[src/rtl/cdp_lut_consts.svh]
/*
 * Shared sizes for the CDP LUT index controller.
 * Word layout (lanes, elements, sum width), table start and shift
 * widths, entry and info widths, and the LE/LO table depths.
 */
`ifndef CDP_LUT_CONSTS_SVH
`define CDP_LUT_CONSTS_SVH

`define CDP_LUT_LANES       4     // lanes per sum word
`define CDP_LUT_ELEMS       8     // two sums per lane
`define CDP_LUT_SUM_W       21    // one signed sum
`define CDP_LUT_LANE_W      42    // low sum + high sum
`define CDP_LUT_PD_W        168   // whole word

`define CDP_LUT_START_W     32    // signed table start
`define CDP_LUT_SHIFT_W     5     // low bits of index_select
`define CDP_LUT_ENTRY_W     10    // entry number
`define CDP_LUT_FRAC_W      16    // left aligned fraction
`define CDP_LUT_INFO_W      18    // uflow, oflow, fraction

`define CDP_LUT_LE_ENTRIES  65
`define CDP_LUT_LO_ENTRIES  257

`endif

[src/rtl/cdp_lut_pkg.sv]
/*
 * Vector types for the CDP LUT index controller: signed sums and the
 * packed sum word, table start and shift, entry and info, and the
 * eight-element entry and info vectors (element 0 in the low bits).
 */
`include "cdp_lut_consts.svh"

package cdp_lut_pkg;

  ////////////////////////////////////////////////////////////
  // input side
  typedef logic signed [`CDP_LUT_SUM_W-1:0]   sum_t;       // one element
  typedef logic        [`CDP_LUT_PD_W-1:0]    sum_pd_t;    // four lanes

  ////////////////////////////////////////////////////////////
  // configuration
  typedef logic signed [`CDP_LUT_START_W-1:0] lut_start_t;
  typedef logic        [`CDP_LUT_SHIFT_W-1:0] lut_shift_t;

  ////////////////////////////////////////////////////////////
  // results
  typedef logic [`CDP_LUT_ENTRY_W-1:0] lut_entry_t;
  typedef logic [`CDP_LUT_INFO_W-1:0]  lut_info_t;         // {uflow, oflow, frac}

  typedef logic [`CDP_LUT_ELEMS*`CDP_LUT_ENTRY_W-1:0] entry_vec_t;
  typedef logic [`CDP_LUT_ELEMS*`CDP_LUT_INFO_W-1:0]  info_vec_t;

endpackage

[src/rtl/cdp_lut_decode.sv]
/*
 * Input stage of the LUT index controller.
 * One-deep register slice for the sum word, forked to the sync
 * port and to the result stage; the word is released only when
 * both consumers take it in the same cycle.
 */
`timescale 1ns/100ps

module cdp_lut_decode (
  input  logic                  nvdla_core_clk,
  input  logic                  nvdla_core_rstn,
  // sum word in
  input  logic                  sum_pvld,
  input  cdp_lut_pkg::sum_pd_t  sum_pd,
  output logic                  sum_prdy,
  // copy for the interpolation FIFO
  output logic                  sync_pvld,
  output cdp_lut_pkg::sum_pd_t  sync_pd,
  input  logic                  sync_prdy,
  // copy for the index stage
  output logic                  dec_pvld,
  output cdp_lut_pkg::sum_pd_t  dec_pd,
  input  logic                  res_prdy
);

  import cdp_lut_pkg::*;

  logic     full;       // slice holds a word
  logic     leave;      // both sides take it this cycle
  sum_pd_t  pd_q;

  ////////////////////////////////////////////////////////////
  // slice control

  assign leave    = full & sync_prdy & res_prdy;
  assign sum_prdy = ~full | leave;          // one word per cycle

  always_ff @(posedge nvdla_core_clk or negedge nvdla_core_rstn) begin
    if (!nvdla_core_rstn) begin
      full <= 1'b0;
    end else if (sum_prdy) begin
      full <= sum_pvld;                     // refill or drain
    end
  end

  always_ff @(posedge nvdla_core_clk) begin
    if (sum_pvld & sum_prdy) begin
      pd_q <= sum_pd;
    end
  end

  ////////////////////////////////////////////////////////////
  // fork
  // each side sees valid only while the other side can also take
  // the word, so a transfer on one side is always a joint one

  assign sync_pvld = full & res_prdy;
  assign dec_pvld  = full & sync_prdy;

  assign sync_pd = pd_q;                    // unchanged copy
  assign dec_pd  = pd_q;

endmodule

[config.mk]
export PLATFORM = sky130hd
export DESIGN_NAME = cdp_lut_decode
export DESIGN_NICKNAME = d
export VERILOG_FILES = /design/src/rtl/cdp_lut_pkg.sv /design/src/rtl/cdp_lut_decode.sv
export VERILOG_INCLUDE_DIRS = /design/src /design/src/rtl
export SDC_FILE = /design/constraint.sdc
export NUM_CORES = 1
export LEC_CHECK = 0
export ABC_AREA = 0
export BUFFER_PORTS_ARGS = -buffer_cell sky130_fd_sc_hd__buf_2
export CORE_AREA = 2 2 201 203
export CTS_CLUSTER_DIAMETER = 120
export CTS_CLUSTER_SIZE = 16
export DETAILED_ROUTE_END_ITERATION = 16
export DIE_AREA = 0 0 203 205
export PLACE_DENSITY = 0.39
export SLEW_MARGIN = 30
export SYNTH_ARGS = -nofsm -noshare
export SYNTH_HDL_FRONTEND = slang
export SYNTH_SLANG_ARGS = --single-unit
export TNS_END_PERCENT = 1
[constraint.sdc]
create_clock -name nvdla_core_clk -period 21.4 [get_ports nvdla_core_clk]
set_input_delay 4.28 -clock nvdla_core_clk [delete_from_list [all_inputs] [get_ports nvdla_core_clk]]
set_output_delay 4.28 -clock nvdla_core_clk [all_outputs]
set_load 0.01 [all_outputs]
---- Yosys cells after proc, flatten, opt, wreduce, memory -nomap -nowiden ----
Index checks and enable logic that the tools add are counted.
word-level totals
  flip-flop bits (word level) ............. 169
  input port bits ......................... 173
  logic and storage cells ................. 8
  output and inout bits ................... 339
cells by class
  bitwise operators ....................... 6
operators by type and width
  kind              number
  AND 1 bit         4
  NOT 1 bit         1
  bitwise OR 1 bit  1

---- Longest topological paths before layout ----
Gate-level depths: netlist (run 1).
  word-level depth ........................ 4
  mapped depth ............................ 2
  gate-level depth less buffers ........... 2

---- Least setup slack after synthesis (run 1) ----
No wires, ideal clock.
  path type ............................... in2reg
  start point ............................. in sync_prdy
  end point ............................... reg pd_q[0], in the netlist dec_pd[0] (enable)
  path slack .............................. 8959 ps
  stages .................................. 2
  required time ........................... 20683 ps
  path buffers ............................ 0
  library setup time ...................... 717 ps
  arrival time ............................ 11724 ps
  cells stage by stage .................... a21boi_4 nor2b_1
between the ends
  longest elaborated chain between the ends .. 4
ends and longest elaborated chain
  element                  RTL line              RTL
  start, declared          cdp_lut_decode.sv:19  input logic sync_prdy,
  AND 1 bit (2 in series)  cdp_lut_decode.sv:35  assign leave = full & sync_prdy & res_prdy;
  bitwise OR 1 bit         cdp_lut_decode.sv:36  assign sum_prdy = ~full | leave;
  AND 1 bit                cdp_lut_decode.sv:47  if (sum_pvld & sum_prdy) begin
  end signal, assigned     cdp_lut_decode.sv:48  pd_q <= sum_pd;
  end, declared            cdp_lut_decode.sv:30  sum_pd_t pd_q;
Every way passes these cells.
A chain may end at the register's enable or synchronous reset.

---- Worst setup path in the final report (run 1) ----
  start point ............................. in sync_prdy
  end point ............................... out sum_prdy
between the ends
  longest elaborated chain between the ends .. 3
ends and longest elaborated chain
  element                  RTL line              RTL
  AND 1 bit (2 in series)  cdp_lut_decode.sv:35
  bitwise OR 1 bit         cdp_lut_decode.sv:36
  end, declared            cdp_lut_decode.sv:15  output logic sum_prdy,
Every way passes these cells.

==> impl_metrics.py, run 1 <==
metrics = {
    "run_status": {
        "status": "complete, no violations",
    },
    "yosys": {
        "synthArstFlopShare_pct": 0.592,
        "synth_ff_type": "edfxtp_1",
        "yosysTopAreaCell": "edfxtp_1",
        "yosys_warnings": 0,
        "synth_seq_cells": 169,
        "syn_area_per_cell_um2": 18.6,
        "synth_top_area_share_pct": 79.1,
        "synth.top_cells.by_area": "edfxtp_1, buf_4, dfrtp_1",
        "synth_area_um2": 6380,
        "yosysSeqAreaShare_pct": 79.5,
        "synth_nets": 516,
        "netlist_instances": 343,
        "synth_common_cells": "buf_4, edfxtp_1",
        "synth-edff-count": 168,
        "synth_cell_types": 9,
    },
    "sta": {
        "hold_violations": 0,
        "rsz0062_at_grt": "false",
        "setup-violations-final": 0,
        "slew_violations": 0,
        "post-route-period-util_pct": 42.3,
        "fmax_mhz": 110,
        "max_slew.worst_pin.slew_ns": 0.870,
        "slew_headroom_pct": 42.0,
        "fin_crit_ns": 9.05,
        "skew_ns": 0.0101,
        "fin_tns_setup_ns": 0,
    },
    "clock_network": {
        "htree_levels": 4,
        "holdBufCountCts": 0,
        "cts_made_buffers": 17,
        "insertion_delay_ns": 0.43,
        "cts_tree": "built",
        "clock_sinks": 169,
        "cts.clk_slew.worst_paths_ns": 0.07,
        "cts_setup_buffers": 0,
        "cts_root_buffer": "clkbuf_16",
        "clockBufferDepth": 2,
        "cts_resized": 0,
    },
    "critical_path": {
        "reg2reg_slack_ns": 19.06,
        "critical_path.max_fanout": 3,
        "reg2reg_depth": 4,
        "crit_required_ns": 17.12,
        "critPathLaunch": "sync_prdy",
        "cp-start-kind": "primary input",
        "path_class": "in -> out",
        "worst_ep_arrival_time_ns": 4.77,
        "r2r-start": "full$_DFFE_PN0P_",
        "timing.rr.end": "dec_pd[127]$_DFFE_PP_",
        "endpoint_kind": "output pin",
    },
    "hold_path": {
        "hold_end": "full$_DFFE_PN0P_",
        "min_path_type": "reg -> reg",
        "worstHoldPathCells": 2,
        "hp-start": "full$_DFFE_PN0P_",
    },
    "route": {
        "post_drt_wl_per_cell_um": 14.3,
        "drc": 0,
        "avgViaCountPerCell": 3.10,
        "vias": 3867,
        "dr.pass1.iters": 4,
        "totalWireLength_mm": 17.8,
        "drt_iter0_drc": 144,
        "ant_nets": 0,
    },
    "power": {
        "vdd_drop_max_mv": 0.0521,
        "p_sw_share_pct": 21.9,
        "leakage_uw": 0.00395,
        "internal-power_uw": 633,
        "power.density_nw_per_um2": 89.8,
        "power_frac_seq_pct": 48.4,
        "p_switching_uw": 178,
        "p_total_uw": 811,
        "combPwrFrac_pct": 8.4,
        "p_clk_share_pct": 43.2,
    },
    "placed_design": {
        "port_buffers": 511,
        "post-place-cells": 1214,
        "dpl_cell_area_um2": 8360,
        "gp_congestion": 0.703,
        "dp_hpwl_mm": 14.1,
    },
    "die": {
        "die_w_um": 203,
        "die_h_um": 205,
        "ios": 512,
        "core_um2": 39400,
        "rows": 73,
        "start_util_pct": 16.2,
        "die_area_um2": 41600,
    },
    "grt": {
        "overflow": 0,
        "grt_max_degree": 67,
        "antenna_found_initial": 4,
        "grt_pass1_wl_mm": 22.7,
        "grt_pass1_vias": 3563,
        "grt.total_usage_pct": 7.88,
    },
    "layout": {
        "stdcell_area_um2": 9030,
        "stdcell_count": 1248,
        "final_util_pct": 22.9,
        "drive_gt1_share_pct": 75.6,
        "fin_nets": 881,
        "syn_to_final_growth_pct": 41.5,
    },
    "job": {
        "max_cap_viol_count": 0,
    },
}
-- power by group through the flow --
stage                     Sequential, uW  Clock, uW  Combinational (uW)
after global placement               400          0                69.8
after detailed placement             400          0                69.9
final                                393        350                68.1
after global routing                 394        378                74.3
after CTS                            393        367                69.6
after floorplan                      410          0                33.5
-- placed cells by master, fill, tap and decap left out, drive strengths merged --
cell	instances
clkinv	5
inv	2
a21boi	1
bufinv	6
clkbuf	19
diode	3
dfrtp	1
nor2b	1
buf	514
edfxtp	168
and2	2
or2	1
-- how the worst max path moves through the flow --
stage	end	depth (start not counted)	slack, ns
3_5_place_dp	sum_prdy	4	12.34
4_1_cts	sum_prdy	4	12.34
3_3_place_gp	sum_prdy	4	12.34
5_1_grt	sum_prdy	4	12.30
6_report	sum_prdy	4	12.35
2_1_floorplan	dec_pd[0]$_DFFE_PP_	2	8.96
-- logic make-up (layout without fill, tap and decap cells) --
logic type	count (synthesis)	in the layout	share of synthesized area, %
buf+inv	169	546	19.8
compound gates	1	1	0.294
flops	169	169	79.5
simple gates	4	4	0.412
other cells	0	3	0
-- area by class of cell --
cell class | instances | area, um2
flip-flops and latches | 169 | 5070
clock inverters | 12 | 223
multi-input cells | 5 | 52.6
inverters | 1 | 3.75
fillers | 4178 | 30300
well taps | 525 | 657
clock buffers | 19 | 433
repair buffers | 514 | 2580
diodes | 3 | 7.51
-- metrics by stage --
step | setup slack, ns | hold WS [ns]
after floorplan | 8.96 | 0.626
after global placement | 12.34 | 0.726
after detailed placement | 12.34 | 0.725
after CTS | 12.34 | 0.744
after global routing | 12.30 | 0.807
final | 12.35 | 0.749
-- state kept, by name, summed over array words and instances (netlist names) --
signal and count:
dec_pd 168, full 1
-- metal layers --
metal	global-route usage, %	wire (um)	up-vias
li1	-	-	1779
met3	3.93	1830	18
met2	13.0	9110	267
met5	0	26	-
met1	8.57	6610	1799
met4	3.31	264	4
-- worst max-delay path, cell delays in order --
cell and delay, ns:
buf_2 0.12, a21boi_4 0.19, inv_1 0.05, buf_2 0.13
(Power assumes the default switching activity.)
==> run 2, diff against run 1 <==
ABC_AREA = 1   (was 0)
CORE_AREA = 2 2 197 199   (was 2 2 201 203)
DIE_AREA = 0 0 199 201   (was 0 0 203 205)
PLACE_DENSITY = 0.4   (was 0.39)
clock period = 8.8 ns   (was 21.4 ns; I/O delays follow)
==> run 2 against run 1 <==
Compared with the run above: non-clock buffer count down 1; global-route usage up 0.99 points; register-to-register slack worse by 13 ns; critical path type unchanged; worst setup slack worse by 7.5 ns; combinational power up 140%; die area down 3.9%; sequential cell count unchanged; sequential power up 140%.
==> impl_metrics.py, run 2 <==
metrics = {
    "run_status": {
        "status": "complete, no violations",
    },
    "route": {
        "drc": 0,
        "totalWireLength_mm": 18.5,
        "vias": 3973,
        "dr.pass1.iters": 7,
        "avgViaCountPerCell": 3.20,
        "ant_nets": 0,
        "post_drt_wl_per_cell_um": 14.9,
        "drt_iter0_drc": 153,
    },
    "yosys": {
        "synthArstFlopShare_pct": 0.592,
        "synth_nets": 519,
        "synth_ff_type": "edfxtp_1",
        "syn_area_per_cell_um2": 18.4,
        "synth.top_cells.by_area": "edfxtp_1, buf_4, dfrtp_1",
        "synth_top_area_share_pct": 79.2,
        "synth_cell_types": 6,
        "yosysTopAreaCell": "edfxtp_1",
        "synth_area_um2": 6370,
        "synth_common_cells": "buf_4, edfxtp_1, nand2_1",
        "synth-edff-count": 168,
        "synth_seq_cells": 169,
        "netlist_instances": 346,
        "yosysSeqAreaShare_pct": 79.6,
        "yosys_warnings": 0,
    },
    "layout": {
        "final_util_pct": 23.4,
        "syn_to_final_growth_pct": 40.1,
        "fin_nets": 883,
        "stdcell_count": 1242,
        "final_common_cell": "buf_2",
        "final_cell_mix": "buf_2, edfxtp_1, clkbuf_16, nand2_1",
        "drive_gt1_share_pct": 75.2,
        "largest_reg_flops": 168,
    },
    "clock_network": {
        "cts_root_buffer": "clkbuf_16",
        "clockBufferDepth": 2,
        "holdBufCountCts": 0,
        "insertion_delay_ns": 0.43,
        "cts_tree": "built",
        "cts_resized": 0,
        "cts_made_buffers": 17,
        "htree_levels": 4,
        "clock_sinks": 169,
        "cts_setup_buffers": 0,
        "cts.clk_slew.worst_paths_ns": 0.06,
    },
    "sta": {
        "fin_tns_setup_ns": 0,
        "setup-violations-final": 0,
        "skew_ns": 0.00663,
        "slew_headroom_pct": 38.9,
        "rsz0062_at_grt": "false",
        "hold_violations": 0,
        "slew_violations": 0,
        "worst_slack_ns": 4.83,
        "fmax_mhz": 252,
        "post-route-period-util_pct": 45.1,
        "fin_crit_ns": 3.97,
        "max_slew.worst_pin.slew_ns": 0.916,
    },
    "grt": {
        "grt_max_degree": 73,
        "grt_pass1_vias": 3822,
        "grt_pass1_wl_mm": 24.8,
        "grt.total_usage_pct": 8.88,
        "overflow": 0,
        "antenna_found_initial": 4,
    },
    "critical_path": {
        "worst_ep_arrival_time_ns": 2.21,
        "cp-start-kind": "primary input",
        "crit_required_ns": 7.04,
        "critical_path.max_fanout": 2,
        "endpoint_kind": "output pin",
        "path_class": "in -> out",
    },
    "placed_design": {
        "dp_hpwl_mm": 14.8,
        "post-place-cells": 1209,
        "port_buffers": 511,
        "gp_congestion": 0.739,
        "place_ws_ns": 4.82,
    },
    "power": {
        "leakage_uw": 0.00390,
        "p_total_uw": 1860,
        "vdd_drop_max_mv": 0.129,
        "power.density_nw_per_um2": 209,
    },
    "die": {
        "die_w_um": 199,
        "start_util_pct": 16.7,
        "die_h_um": 201,
        "ios": 512,
        "die_area_um2": 40000,
        "core_um2": 38100,
        "rows": 72,
    },
    "hold_path": {
        "min_path_type": "reg -> reg",
    },
    "job": {
        "max_cap_viol_count": 0,
    },
}
==> run 2: cell count changes in the layout (fill, tap and decap cells not counted), moves of 3 or more <==
cell        previous run  this run
clkinv_4               3         0
clkinv_2               0         3
inv_6                  1         4
bufinv_16              6         2
nand2_1                0         5
clkinvlp_4             0         4
==> run 2: routing by layer <==
metal	track usage [%]	share of wire, %	vias to the layer above
met1	9.87	38	1903
li1	-	-	1784
met4	3.04	1.1	4
met2	15.0	51	267
met5	0	0.15	-
met3	4.00	9.8	15
==> run 2: path summary, 6_finish.rpt <==
check	startpoint	endpoint	slack, ns	cells past startpoint
setup / recovery	sync_prdy	sum_prdy	4.83	4
hold reg to reg	full$_DFFE_PN0P_	full$_DFFE_PN0P_	0.63	2
min in group asynchronous	nvdla_core_rstn	full$_DFFE_PN0P_	1.09	1
setup reg to reg	full$_DFFE_PN0P_	dec_pd[59]$_DFFE_PP_	6.39	2
max in group asynchronous	nvdla_core_rstn	full$_DFFE_PN0P_	7.63	1
hold / removal	full$_DFFE_PN0P_	full$_DFFE_PN0P_	0.63	2
==> run 2: power by group <==
group,leakage [uW],internal (uW),switching (uW),total (uW)
clock,0.000271,417,323,741
combinational,0.00206,72.6,91.8,164
sequential,0.00157,934,22.8,957
total,0.00390,1420,438,1860
==> run 2: critical path, stage by stage <==
cell and delay, ns:
buf_2 0.10, nand2_1 0.11, nand2_1 0.09, buf_2 0.15
==> run 2: layout make-up <==
cell class / instances / area [um2]
Fill cell: 4081 / 29200
Timing Repair Buffer: 513 / 2580
Sequential cell: 169 / 5070
Antenna cell: 1 / 2.50
Clock buffer: 17 / 425
Clock inverter: 15 / 148
Multi-Input combinational cell: 6 / 35.0
Inverter: 3 / 11.3
Tap cell: 518 / 648
==> run 2: logic make-up (layout without fill, tap and decap cells) <==
group | after synthesis | in the layout | synth area share, %
buf+inv | 171 | 548 | 20.0
simple gates | 5 | 5 | 0.295
other cells | 0 | 1 | 0
compound gates | 1 | 1 | 0.0785
flops | 169 | 169 | 79.6
==> run 2: metrics by stage <==
step / hold WS (ns) / area [um2]
CTS: 0.634 / 8910
global placement: 0.616 / 8340
global route: 0.692 / 8910
floorplan: 0.589 / 6370
finish: 0.632 / 8920
detailed placement: 0.615 / 8340
==> run 3, diff against run 2 <==
ABC_AREA = 0   (was 1)
clock period = 3.9 ns   (was 8.8 ns; I/O delays follow)
==> run 3 against run 2 <==
Compared with the run above: register-to-register slack got worse by 4.4 ns; total power increased by 130%; sequential power increased by 120%; worst hold slack got worse by 0.53 ns; worst setup slack got worse by 3.0 ns; die area unchanged; global-route usage decreased by 0.14 points; largest power group unchanged; highest routed layer unchanged.
==> impl_metrics.py, run 3 (same netlist as run 1, synthesis figures left out) <==
metrics = {
    "sta": {
        "slew_headroom_pct": 50.5,
        "fin_tns_setup_ns": 0,
        "post-route-period-util_pct": 52.6,
        "slew_violations": 0,
        "setup-violations-final": 0,
        "fmax_mhz": 487,
        "max_slew.worst_pin.slew_ns": 0.740,
        "holdWs_ns": 0.102,
        "skew_ns": 0.00967,
        "fin_crit_ns": 2.05,
        "hold_violations": 0,
        "rsz0062_at_grt": "false",
    },
    "clock_network": {
        "cts_setup_buffers": 0,
        "cts.clk_slew.worst_paths_ns": 0.07,
        "clockBufferDepth": 2,
        "clock_sinks": 169,
        "insertion_delay_ns": 0.44,
        "cts_resized": 0,
        "htree_levels": 4,
        "cts_tree": "built",
        "cts_made_buffers": 17,
        "holdBufCountCts": 0,
        "cts_root_buffer": "clkbuf_16",
    },
    "route": {
        "totalWireLength_mm": 18.3,
        "dr.pass1.iters": 6,
        "ant_nets": 0,
        "drc": 0,
        "vias": 3957,
        "avgViaCountPerCell": 3.18,
        "post_drt_wl_per_cell_um": 14.7,
        "drt_iter0_drc": 161,
    },
    "layout": {
        "largest_reg_flops": 168,
        "stdcell_area_um2": 9000,
        "seq_area_um2": 5070,
        "fin_nets": 885,
        "n_fill_cell": 4063,
        "insertedDiodeCount": 0,
        "drive_gt1_share_pct": 76.1,
        "final_cell_mix": "buf_2, edfxtp_1, clkbuf_16, buf_4, inv_6",
        "final_common_cell": "buf_2",
        "syn_to_final_growth_pct": 41.1,
        "multi_input_area_um2": 52.6,
    },
    "power": {
        "power_frac_seq_pct": 50.5,
        "p_sw_share_pct": 24.1,
        "p_clk_share_pct": 40.6,
        "internal-power_uw": 3240,
        "vdd_drop_max_mv": 0.295,
        "p_switching_uw": 1030,
        "leakage_uw": 0.00394,
        "power.density_nw_per_um2": 474,
        "combPwrFrac_pct": 9.0,
    },
    "run_status": {
        "status": "complete, no violations",
    },
    "critical_path": {
        "crit_required_ns": 3.12,
        "worst_ep_arrival_time_ns": 1.27,
        "critPathLaunch": "sync_prdy",
        "r2r-start": "full$_DFFE_PN0P_",
        "timing.rr.end": "dec_pd[60]$_DFFE_PP_",
        "endpoint_kind": "output pin",
        "reg2reg_slack_ns": 1.99,
        "reg2reg_depth": 3,
        "critical_path.max_fanout": 3,
        "path_class": "in -> out",
        "cp-start-kind": "primary input",
    },
    "placed_design": {
        "gp_congestion": 0.725,
        "port_buffers": 511,
        "dpl_cell_area_um2": 8410,
        "dp_hpwl_mm": 14.6,
    },
    "grt": {
        "antenna_found_initial": 6,
        "grt.total_usage_pct": 8.74,
        "grt_pass1_vias": 3666,
        "overflow": 0,
        "grt_pass1_wl_mm": 24.1,
        "grt_max_degree": 52,
    },
    "hold_path": {
        "min_path_type": "in -> async",
    },
    "die": {
        "die_w_um": 199,
        "die_area_um2": 40000,
        "start_util_pct": 16.7,
        "core_um2": 38100,
        "ios": 512,
        "die_h_um": 201,
        "rows": 72,
    },
    "job": {
        "max_cap_viol_count": 0,
    },
}
## run 3: per-stage QoR
stage          util (%)  setup WS [ns]  total power [uW]  instances
2_1_floorplan         -          0.155              2420        343
3_3_place_gp       22.1           1.50              2590       1211
3_5_place_dp       22.1           1.50              2590       1211
4_1_cts            23.6           1.85              4360       1243
5_1_grt            23.6           1.80              4470       1243
6_report           23.6           1.85              4270       1243
## run 3: worst max-delay path, cell delays in order
cell and delay [ns]:
buf_2 0.12, a21boi_4 0.18, inv_1 0.05, buf_2 0.13
## run 3: power groups by stage
stage                     Clock (uW)  Combinational, uW  Sequential (uW)
final                           1730                383             2150
after global routing            1890                417             2160
after CTS                       1810                392             2160
after detailed placement           0                393             2190
after global placement             0                392             2200
after floorplan                    0                185             2230
## run 3: cell type report
class                           count  share of cell area [%]
Inverter                            1                  0.0417
Tap cell                          518                    7.20
Clock inverter                     14                    1.81
Timing Repair Buffer              518                    29.3
Sequential cell                   169                    56.3
Multi-Input combinational cell      5                   0.584
Clock buffer                       18                    4.77
## run 3: how the worst max path moves through the flow
| stage | to | slack, ns | depth (start not counted) |
|---|---|---|---|
| 6_report | sum_prdy | 1.85 | 4 |
| 2_1_floorplan | dec_pd[0]$_DFFE_PP_ | 0.16 | 2 |
| 5_1_grt | sum_prdy | 1.80 | 3 |
| 4_1_cts | sum_prdy | 1.85 | 4 |
| 3_3_place_gp | dec_pd[60]$_DFFE_PP_ | 1.50 | 4 |
| 3_5_place_dp | dec_pd[84]$_DFFE_PP_ | 1.50 | 4 |
## run 3: metal layers
metal / vias up / GRT usage [%] / share of wire [%]
met5: - / 0 / 0.34
met4: 8 / 3.09 / 1.3
met3: 18 / 4.28 / 10
met2: 283 / 14.3 / 50
met1: 1861 / 9.81 / 38
li1: 1787 / - / -
